$ cat src/hw/rv_defs.svh
`ifndef RV_DEFS_SVH
`define RV_DEFS_SVH

// data path width
`define RV_XLEN 32

// architectural registers including x0
`define RV_REG_COUNT 32

`define RV_REG_IDX_W 5

// first fetch address
`define RV_RESET_PC 32'h0000_0000

// bytes per instruction
`define RV_PC_STEP 32'd4

`endif

$ cat src/hw/rv_pkg.sv
`default_nettype none

`include "rv_defs.svh"

package rv_pkg;

    typedef logic [`RV_XLEN-1:0] word_t;

    // byte address as wide as a word
    typedef logic [`RV_XLEN-1:0] addr_t;

    typedef logic [`RV_REG_IDX_W-1:0] reg_idx_t;

    // alu operations kept in this core
    typedef enum logic [3:0] {
        ADD,
        SUB,
        AND,
        OR,
        XOR,
        SLL,
        SRL,
        SRA,
        SLT
    } alu_op_e;

    // immediate layouts
    typedef enum logic [1:0] {
        IMM_I,
        IMM_SHAMT,
        IMM_U
    } imm_fmt_e;

endpackage

`default_nettype wire

$ cat src/hw/rv_decoder.sv
`default_nettype none

module rv_decoder (
    input  rv_pkg::word_t    instr,
    output rv_pkg::reg_idx_t rs1,
    output rv_pkg::reg_idx_t rs2,
    output rv_pkg::reg_idx_t rd,
    output rv_pkg::alu_op_e  alu_op,
    output logic             use_imm,
    output logic             is_load,
    output logic             is_lui,
    output logic             reg_write,
    output rv_pkg::word_t    imm
);

    localparam logic [6:0] OPC_OP     = 7'b0110011;
    localparam logic [6:0] OPC_OP_IMM = 7'b0010011;
    localparam logic [6:0] OPC_LUI    = 7'b0110111;
    localparam logic [6:0] OPC_LOAD   = 7'b0000011;

    logic [2:0]       funct3;
    logic [6:0]       funct7;
    rv_pkg::imm_fmt_e imm_fmt;

    assign rs1    = instr[19:15];
    assign rs2    = instr[24:20];
    assign rd     = instr[11:7];
    assign funct3 = instr[14:12];
    assign funct7 = instr[31:25];

    always_comb begin
        alu_op    = rv_pkg::ADD;
        use_imm   = 1'b0;
        is_load   = 1'b0;
        is_lui    = 1'b0;
        reg_write = 1'b0;
        imm_fmt   = rv_pkg::IMM_I;
        case (instr[6:0])
            OPC_OP: begin
                reg_write = 1'b1;
                case (funct3)
                    3'b000:  alu_op = funct7[5] ? rv_pkg::SUB : rv_pkg::ADD;
                    3'b001:  alu_op = rv_pkg::SLL;
                    3'b010:  alu_op = rv_pkg::SLT;
                    3'b100:  alu_op = rv_pkg::XOR;
                    3'b101:  alu_op = funct7[5] ? rv_pkg::SRA : rv_pkg::SRL;
                    3'b110:  alu_op = rv_pkg::OR;
                    3'b111:  alu_op = rv_pkg::AND;
                    // sltu is not kept
                    default: reg_write = 1'b0;
                endcase
                // only sub and sra may set funct7 bit 5
                if ({funct7[6], funct7[4:0]} != 6'b0 ||
                    (funct7[5] && funct3 != 3'b000 && funct3 != 3'b101)) begin
                    reg_write = 1'b0;
                end
            end
            OPC_OP_IMM: begin
                reg_write = 1'b1;
                use_imm   = 1'b1;
                case (funct3)
                    3'b000:  alu_op = rv_pkg::ADD;
                    3'b100:  alu_op = rv_pkg::XOR;
                    3'b110:  alu_op = rv_pkg::OR;
                    3'b111:  alu_op = rv_pkg::AND;
                    3'b001: begin
                        alu_op    = rv_pkg::SLL;
                        imm_fmt   = rv_pkg::IMM_SHAMT;
                        reg_write = (funct7 == 7'b0000000);
                    end
                    3'b101: begin
                        alu_op    = funct7[5] ? rv_pkg::SRA : rv_pkg::SRL;
                        imm_fmt   = rv_pkg::IMM_SHAMT;
                        reg_write = ({funct7[6], funct7[4:0]} == 6'b0);
                    end
                    // slti and sltiu retire as no-ops
                    default: reg_write = 1'b0;
                endcase
            end
            OPC_LOAD: begin
                is_load   = 1'b1;
                use_imm   = 1'b1;
                reg_write = (funct3 == 3'b010);
            end
            OPC_LUI: begin
                is_lui    = 1'b1;
                reg_write = 1'b1;
                imm_fmt   = rv_pkg::IMM_U;
            end
            default: reg_write = 1'b0;
        endcase
    end

    always_comb begin
        case (imm_fmt)
            rv_pkg::IMM_SHAMT: imm = {27'b0, instr[24:20]};
            rv_pkg::IMM_U:     imm = {instr[31:12], 12'b0};
            default:           imm = {{20{instr[31]}}, instr[31:20]};
        endcase
    end

endmodule

`default_nettype wire

$ cat src/hw/rv_regfile.sv
`default_nettype none

`include "rv_defs.svh"

module rv_regfile (
    input  logic             clk,
    input  logic             rst_n,
    input  rv_pkg::reg_idx_t rs1,
    input  rv_pkg::reg_idx_t rs2,
    input  rv_pkg::reg_idx_t rd,
    input  logic             wr_en,
    input  rv_pkg::word_t    wr_data,
    output rv_pkg::word_t    rd1,
    output rv_pkg::word_t    rd2
);

    // x0 has no storage
    rv_pkg::word_t regs [1:`RV_REG_COUNT-1];

    always_ff @(posedge clk or negedge rst_n) begin
        if (!rst_n) begin
            for (int i = 1; i < `RV_REG_COUNT; i++) begin
                regs[i] <= '0;
            end
        end else if (wr_en && rd != '0) begin
            regs[rd] <= wr_data;
        end
    end

    // combinational reads
    assign rd1 = (rs1 == '0) ? '0 : regs[rs1];
    assign rd2 = (rs2 == '0) ? '0 : regs[rs2];

endmodule

`default_nettype wire

$ cat src/hw/rv_alu.sv
`default_nettype none

module rv_alu (
    input  rv_pkg::word_t   a,
    input  rv_pkg::word_t   b,
    input  rv_pkg::alu_op_e op,
    output rv_pkg::word_t   result
);

    logic [4:0] shamt;

    // only the low five bits shift
    assign shamt = b[4:0];

    always_comb begin
        case (op)
            rv_pkg::ADD: result = a + b;
            rv_pkg::SUB: result = a - b;
            rv_pkg::AND: result = a & b;
            rv_pkg::OR:  result = a | b;
            rv_pkg::XOR: result = a ^ b;
            rv_pkg::SLL: result = a << shamt;
            rv_pkg::SRL: result = a >> shamt;
            rv_pkg::SRA: result = rv_pkg::word_t'($signed(a) >>> shamt);
            // signed compare yields 1 or 0
            rv_pkg::SLT: result = rv_pkg::word_t'($signed(a) < $signed(b));
            default:     result = '0;
        endcase
    end

endmodule

`default_nettype wire

$ cat src/hw/rv_core.sv
`default_nettype none

`include "rv_defs.svh"

module rv_core (
    input  logic             clk,
    input  logic             rst_n,
    output rv_pkg::addr_t    imem_addr,
    input  rv_pkg::word_t    imem_data,
    input  logic             imem_valid,
    output rv_pkg::addr_t    dmem_addr,
    input  rv_pkg::word_t    dmem_rdata,
    output logic             wb_valid,
    output rv_pkg::reg_idx_t wb_rd,
    output rv_pkg::word_t    wb_data
);

    rv_pkg::addr_t    pc;
    rv_pkg::reg_idx_t rs1;
    rv_pkg::reg_idx_t rs2;
    rv_pkg::reg_idx_t rd;
    rv_pkg::alu_op_e  alu_op;
    logic             use_imm;
    logic             is_load;
    logic             is_lui;
    logic             reg_write;
    rv_pkg::word_t    imm;
    rv_pkg::word_t    rd1;
    rv_pkg::word_t    rd2;
    rv_pkg::word_t    alu_b;
    rv_pkg::word_t    alu_result;
    rv_pkg::word_t    wr_data;
    logic             wr_en;

    // pc steps only on an accepted fetch
    always_ff @(posedge clk or negedge rst_n) begin
        if (!rst_n) begin
            pc <= `RV_RESET_PC;
        end else if (imem_valid) begin
            pc <= pc + `RV_PC_STEP;
        end
    end

    assign imem_addr = pc;

    rv_decoder u_decoder (
        .instr     (imem_data),
        .rs1       (rs1),
        .rs2       (rs2),
        .rd        (rd),
        .alu_op    (alu_op),
        .use_imm   (use_imm),
        .is_load   (is_load),
        .is_lui    (is_lui),
        .reg_write (reg_write),
        .imm       (imm)
    );

    rv_regfile u_regfile (
        .clk     (clk),
        .rst_n   (rst_n),
        .rs1     (rs1),
        .rs2     (rs2),
        .rd      (rd),
        .wr_en   (wr_en),
        .wr_data (wr_data),
        .rd1     (rd1),
        .rd2     (rd2)
    );

    assign alu_b = use_imm ? imm : rd2;

    rv_alu u_alu (
        .a      (rd1),
        .b      (alu_b),
        .op     (alu_op),
        .result (alu_result)
    );

    // load address is rs1 plus offset
    assign dmem_addr = alu_result;

    always_comb begin
        if (is_lui) begin
            wr_data = imm;
        end else if (is_load) begin
            wr_data = dmem_rdata;
        end else begin
            wr_data = alu_result;
        end
    end

    // x0 writes never show on the trace
    assign wr_en = imem_valid && reg_write && (rd != '0);

    assign wb_valid = wr_en;
    assign wb_rd    = rd;
    assign wb_data  = wr_data;

endmodule

`default_nettype wire

$ cat config.mk
export PLATFORM = sky130hd
export DESIGN_NAME = rv_core
export DESIGN_NICKNAME = d
export VERILOG_FILES = /design/src/hw/rv_pkg.sv /design/src/hw/rv_decoder.sv /design/src/hw/rv_regfile.sv /design/src/hw/rv_alu.sv /design/src/hw/rv_core.sv
export VERILOG_INCLUDE_DIRS = /design/src /design/src/hw
export SDC_FILE = /design/constraint.sdc
export NUM_CORES = 2
export LEC_CHECK = 0
export ABC_AREA = 1
export BUFFER_PORTS_ARGS = -buffer_cell sky130_fd_sc_hd__clkbuf_2
export CELL_PAD_IN_SITES_DETAIL_PLACEMENT = 1
export CELL_PAD_IN_SITES_GLOBAL_PLACEMENT = 1
export CORE_MARGIN = 2
export CORE_UTILIZATION = 40
export DETAILED_ROUTE_END_ITERATION = 16
export PLACE_DENSITY = 0.73
export SLEW_MARGIN = 40
export SYNTH_ARGS = -nofsm -noshare
export SYNTH_HDL_FRONTEND = slang
export SYNTH_SLANG_ARGS = --single-unit
$ cat constraint.sdc
create_clock -name clk -period 8.2 [get_ports clk]
set_input_delay 0.82 -clock clk [delete_from_list [all_inputs] [get_ports clk]]
set_output_delay 0.82 -clock clk [all_outputs]
set_load 0.03 [all_outputs]
==> qor.txt <==
Period utilization -> 97.17%
Worst Tran Pin Value -> 1058 ps
Post-CTS Setup Inserts -> 0
CTS resizes -> 0
Asr flop ratio synth -> 100.0%
Hold Slack -> 92.11 ps
Post-Route WL -> 383200 um
YS warnings -> 0
Syn_area_per_cell -> 6.559 um^2
Area of the multi-input gates -> 0.03727 mm^2
Primary FF master, synth -> dfrtp_1
Final setup fails -> 0
Status -> finished, final reports clean
Htree depth -> 3
Via density -> 6.294
Die extent in y -> 419.4 um
Max-cap viol count -> 0
Row Count -> 152
FF+latch count, synth -> 1022
Leakage power -> 38.68 nW
# clock sinks -> 1022
Vias in the first global route -> 79410
Reg area -> 0.02557 mm^2
Global-route wire length before repair -> 552200 um
Seq/Total Area, Yosys -> 37.06%
Max Buffers Root-to-Sink -> 3
Core area -> 0.1715 mm^2
DR vias -> 79960
Fill cells -> 22390
I/O Buffers -> 166
Num ports -> 169
Synth cell types -> 66
Worst-Skew Late Latency -> 820 ps
Largest net degree at the start of global routing -> 145
RSZ-0062 raised after global routing -> no
TritonCTS Buffers -> 119
Reg clk slew, reported paths -> 60 ps
DRT iter0 DRCs -> 10090
Required @ worst endpoint -> 7380 ps
Layout Nets -> 10470
Share of the synthesized area in the top cell type -> 37.06%
Initial antenna violation count -> 18
Max FO, Critical Path -> 98
Drt drc -> 0
Worst Path Arrival -> 7150 ps
Post-DP HPWL -> 244100 um
Crit Path Category -> in -> out
Area contributors post-synth -> dfrtp_1 37%, nand2_1 22%, nand3_1 9.1%, o21ai_0 4.3%, a21oi_1 4.0%
Hold Path Class -> in -> async
Synthesized cell area -> 0.06901 mm^2
Max Slew Vio Count -> 0
Post-route ant nets -> 0
Worst slew margin -> 29.46%
Final Hold Violating Endpoints -> 0
Root buf cell -> clkbuf_16
Die Width -> 419.4 um
Final setup skew -> 38.80 ps
EDFF count, synth -> 0
Total gr overflow -> 0
Routability-driven placement congestion ratio -> 1.057
Total negative slack -> 0 ps
Cells after Synth -> 10520
Crit path max-delay family -> simple AND/OR/NAND/NOR gates
Starting density of the core -> 40.23%
WP buf/inv -> 6
Crit-path slowest cell -> inv_8
WL per Instance -> 30.16 um
VDD IR-drop max -> 0.1875 mV
Crit path time final -> 7968 ps
Dominant cell type by area after synthesis -> dfrtp_1
P&R area growth vs syn -> 10.32%
CTS tree -> yes
Max Clock Freq -> 125.5 MHz
Worst path max stage delay -> 610 ps
DR pass1 iterations -> 8
Total track usage -> 42.68%
Hold_buf cts -> 0
Die area -> 0.1759 mm^2
Share of cells above drive strength 1 -> 8.342%
Pwr Density -> 199.1 mW/mm^2
Startpoint types -> input pin
Worst Setup End Kind -> output port
-- cells in the final DEF, fill, tap and decap left out, types with 26 or more instances in the layout --
cell type	netlist	final
inv_2	28	51
buf_12	0	35
a21oi_1	552	552
o21ai_1	48	50
o211ai_1	256	256
dfrtp_1	1022	1022
nand2_1	4064	4055
o22ai_1	28	28
clkbuf_2	1	158
o221ai_1	63	63
o21ai_0	598	595
a31oi_1	40	40
ha_1	104	104
nand3_1	1258	1258
buf_4	106	273
xor2_1	33	33
nand2_2	24	28
nor2_1	604	599
nor3_1	45	26
inv_1	624	589
clkbuf_8	0	41
clkbuf_16	0	120
nand4_1	77	77
-- worst reg2reg max path, cell delays in order, from the launching register on --
cell and delay (ps):
dfrtp_1 390, a21oi_1 140, o21ai_0 120, o2111ai_1 150, a21oi_1 120, a31oi_1 710
nand2_1 180, a22oi_1 310, inv_1 90, ha_1 420, buf_4 180, inv_1 50
a21oi_1 160, a21boi_0 190, a21boi_0 390, inv_1 110, nand2_1 110, nand2_1 80
nand2_1 190, nand3_1 100, nand3_1 100, nand3_1 120, a21oi_1 310, nand2_1 160
nand2_1 130, nand2_2 500, nand3_1 300, nand2_1 70
-- worst paths after layout --
check                                    start                  end  slack [ps]  cells after the start
min in group clk                 imem_addr[31]        imem_addr[31]         470                      1
min reg2reg                      imem_addr[31]        imem_addr[31]         470                      1
min                                      rst_n   u_regfile.regs[98]          90                      1
max reg2reg                u_regfile.regs[138]  u_regfile.regs[307]        2160                     27
max in group asynchronous                rst_n  u_regfile.regs[849]        6120                      4
max                              imem_data[21]          wb_data[26]         230                     28
-- logic make-up (layout without fill, tap and decap cells) --
kind of cell,after synthesis,after routing,synth area share [%]
and+or+nand+nor,6152,6152,36.70
AOI/OAI and AO/OA,1713,1713,14.44
buffers and inverters,1488,1358,9.341
DFF,1022,1022,37.06
adders and majority gates,106,106,1.944
xor gates and xnor gates,39,39,0.4950
other,1,4,0.005434
muxes,1,1,0.01632
-- report_power, final --
group          internal, mW  switching [mW]
Clock                  3.32            2.44
Combinational         0.933            3.28
Sequential             5.11          0.0634
-- cells in the mapped netlist, types with 9 or more instances --
cell type     n
nand3_1    1258
nor2_4        9
inv_2        28
a22oi_1      23
nor2_1      604
buf_4       106
buf_1        93
o21ai_0     598
nand4_1      77
buf_6        29
o21a_1       16
o221ai_1     63
inv_1       624
o22ai_1      28
clkbuf_1    407
nand2_2      24
nand2_1    4064
ha_1        104
a21boi_0     19
o211ai_1    256
nor3_1       45
nor3_2       10
a221oi_1     13
o21ai_1      48
xor2_1       33
a31oi_1      40
o2111ai_1    19
or2_2        18
a21oi_1     552
dfrtp_1    1022
buf_2       193
-- state kept, by name, summed over array words and instances (netlist names) --
signal	flops
u_regfile.regs	992
imem_addr	30
-- per-layer routing --
metal / global-route usage [%] / share of wire (%) / wire length (um)
met1: 54.26 / 38 / 146800
met2: 63.76 / 42 / 161900
met3: 9.865 / 11 / 41760
met4: 30.25 / 8.5 / 32620
met5: 0 / 0.036 / 138
-- stage by stage --
stage / cells / setup WS, ps / power (mW) / util, % / instance area, um^2
2_1_floorplan: 10520 / 1566 / 7.684 / - / 69010
3_3_place_gp: 12480 / 411.5 / 9.261 / 41.86 / 71820
3_5_place_dp: 12480 / 299.9 / 9.309 / 41.93 / 71920
4_1_cts: 12700 / 290.8 / 15.01 / 44.34 / 76060
5_1_grt: 12700 / 4.174 / 15.54 / 44.38 / 76130
6_report: 12710 / 232.3 / 15.16 / 44.38 / 76130
-- layout make-up --
cell class	count	share of cell area (%)
well taps	2310	3.796
clock inverters	41	0.6590
diodes	2	0.006574
flip-flops and latches	1022	33.59
clock buffers	181	4.771
repair buffers	477	4.896
inverters	659	3.323
multi-input cells	8013	48.95
Power figures use the tool's default switching activity.
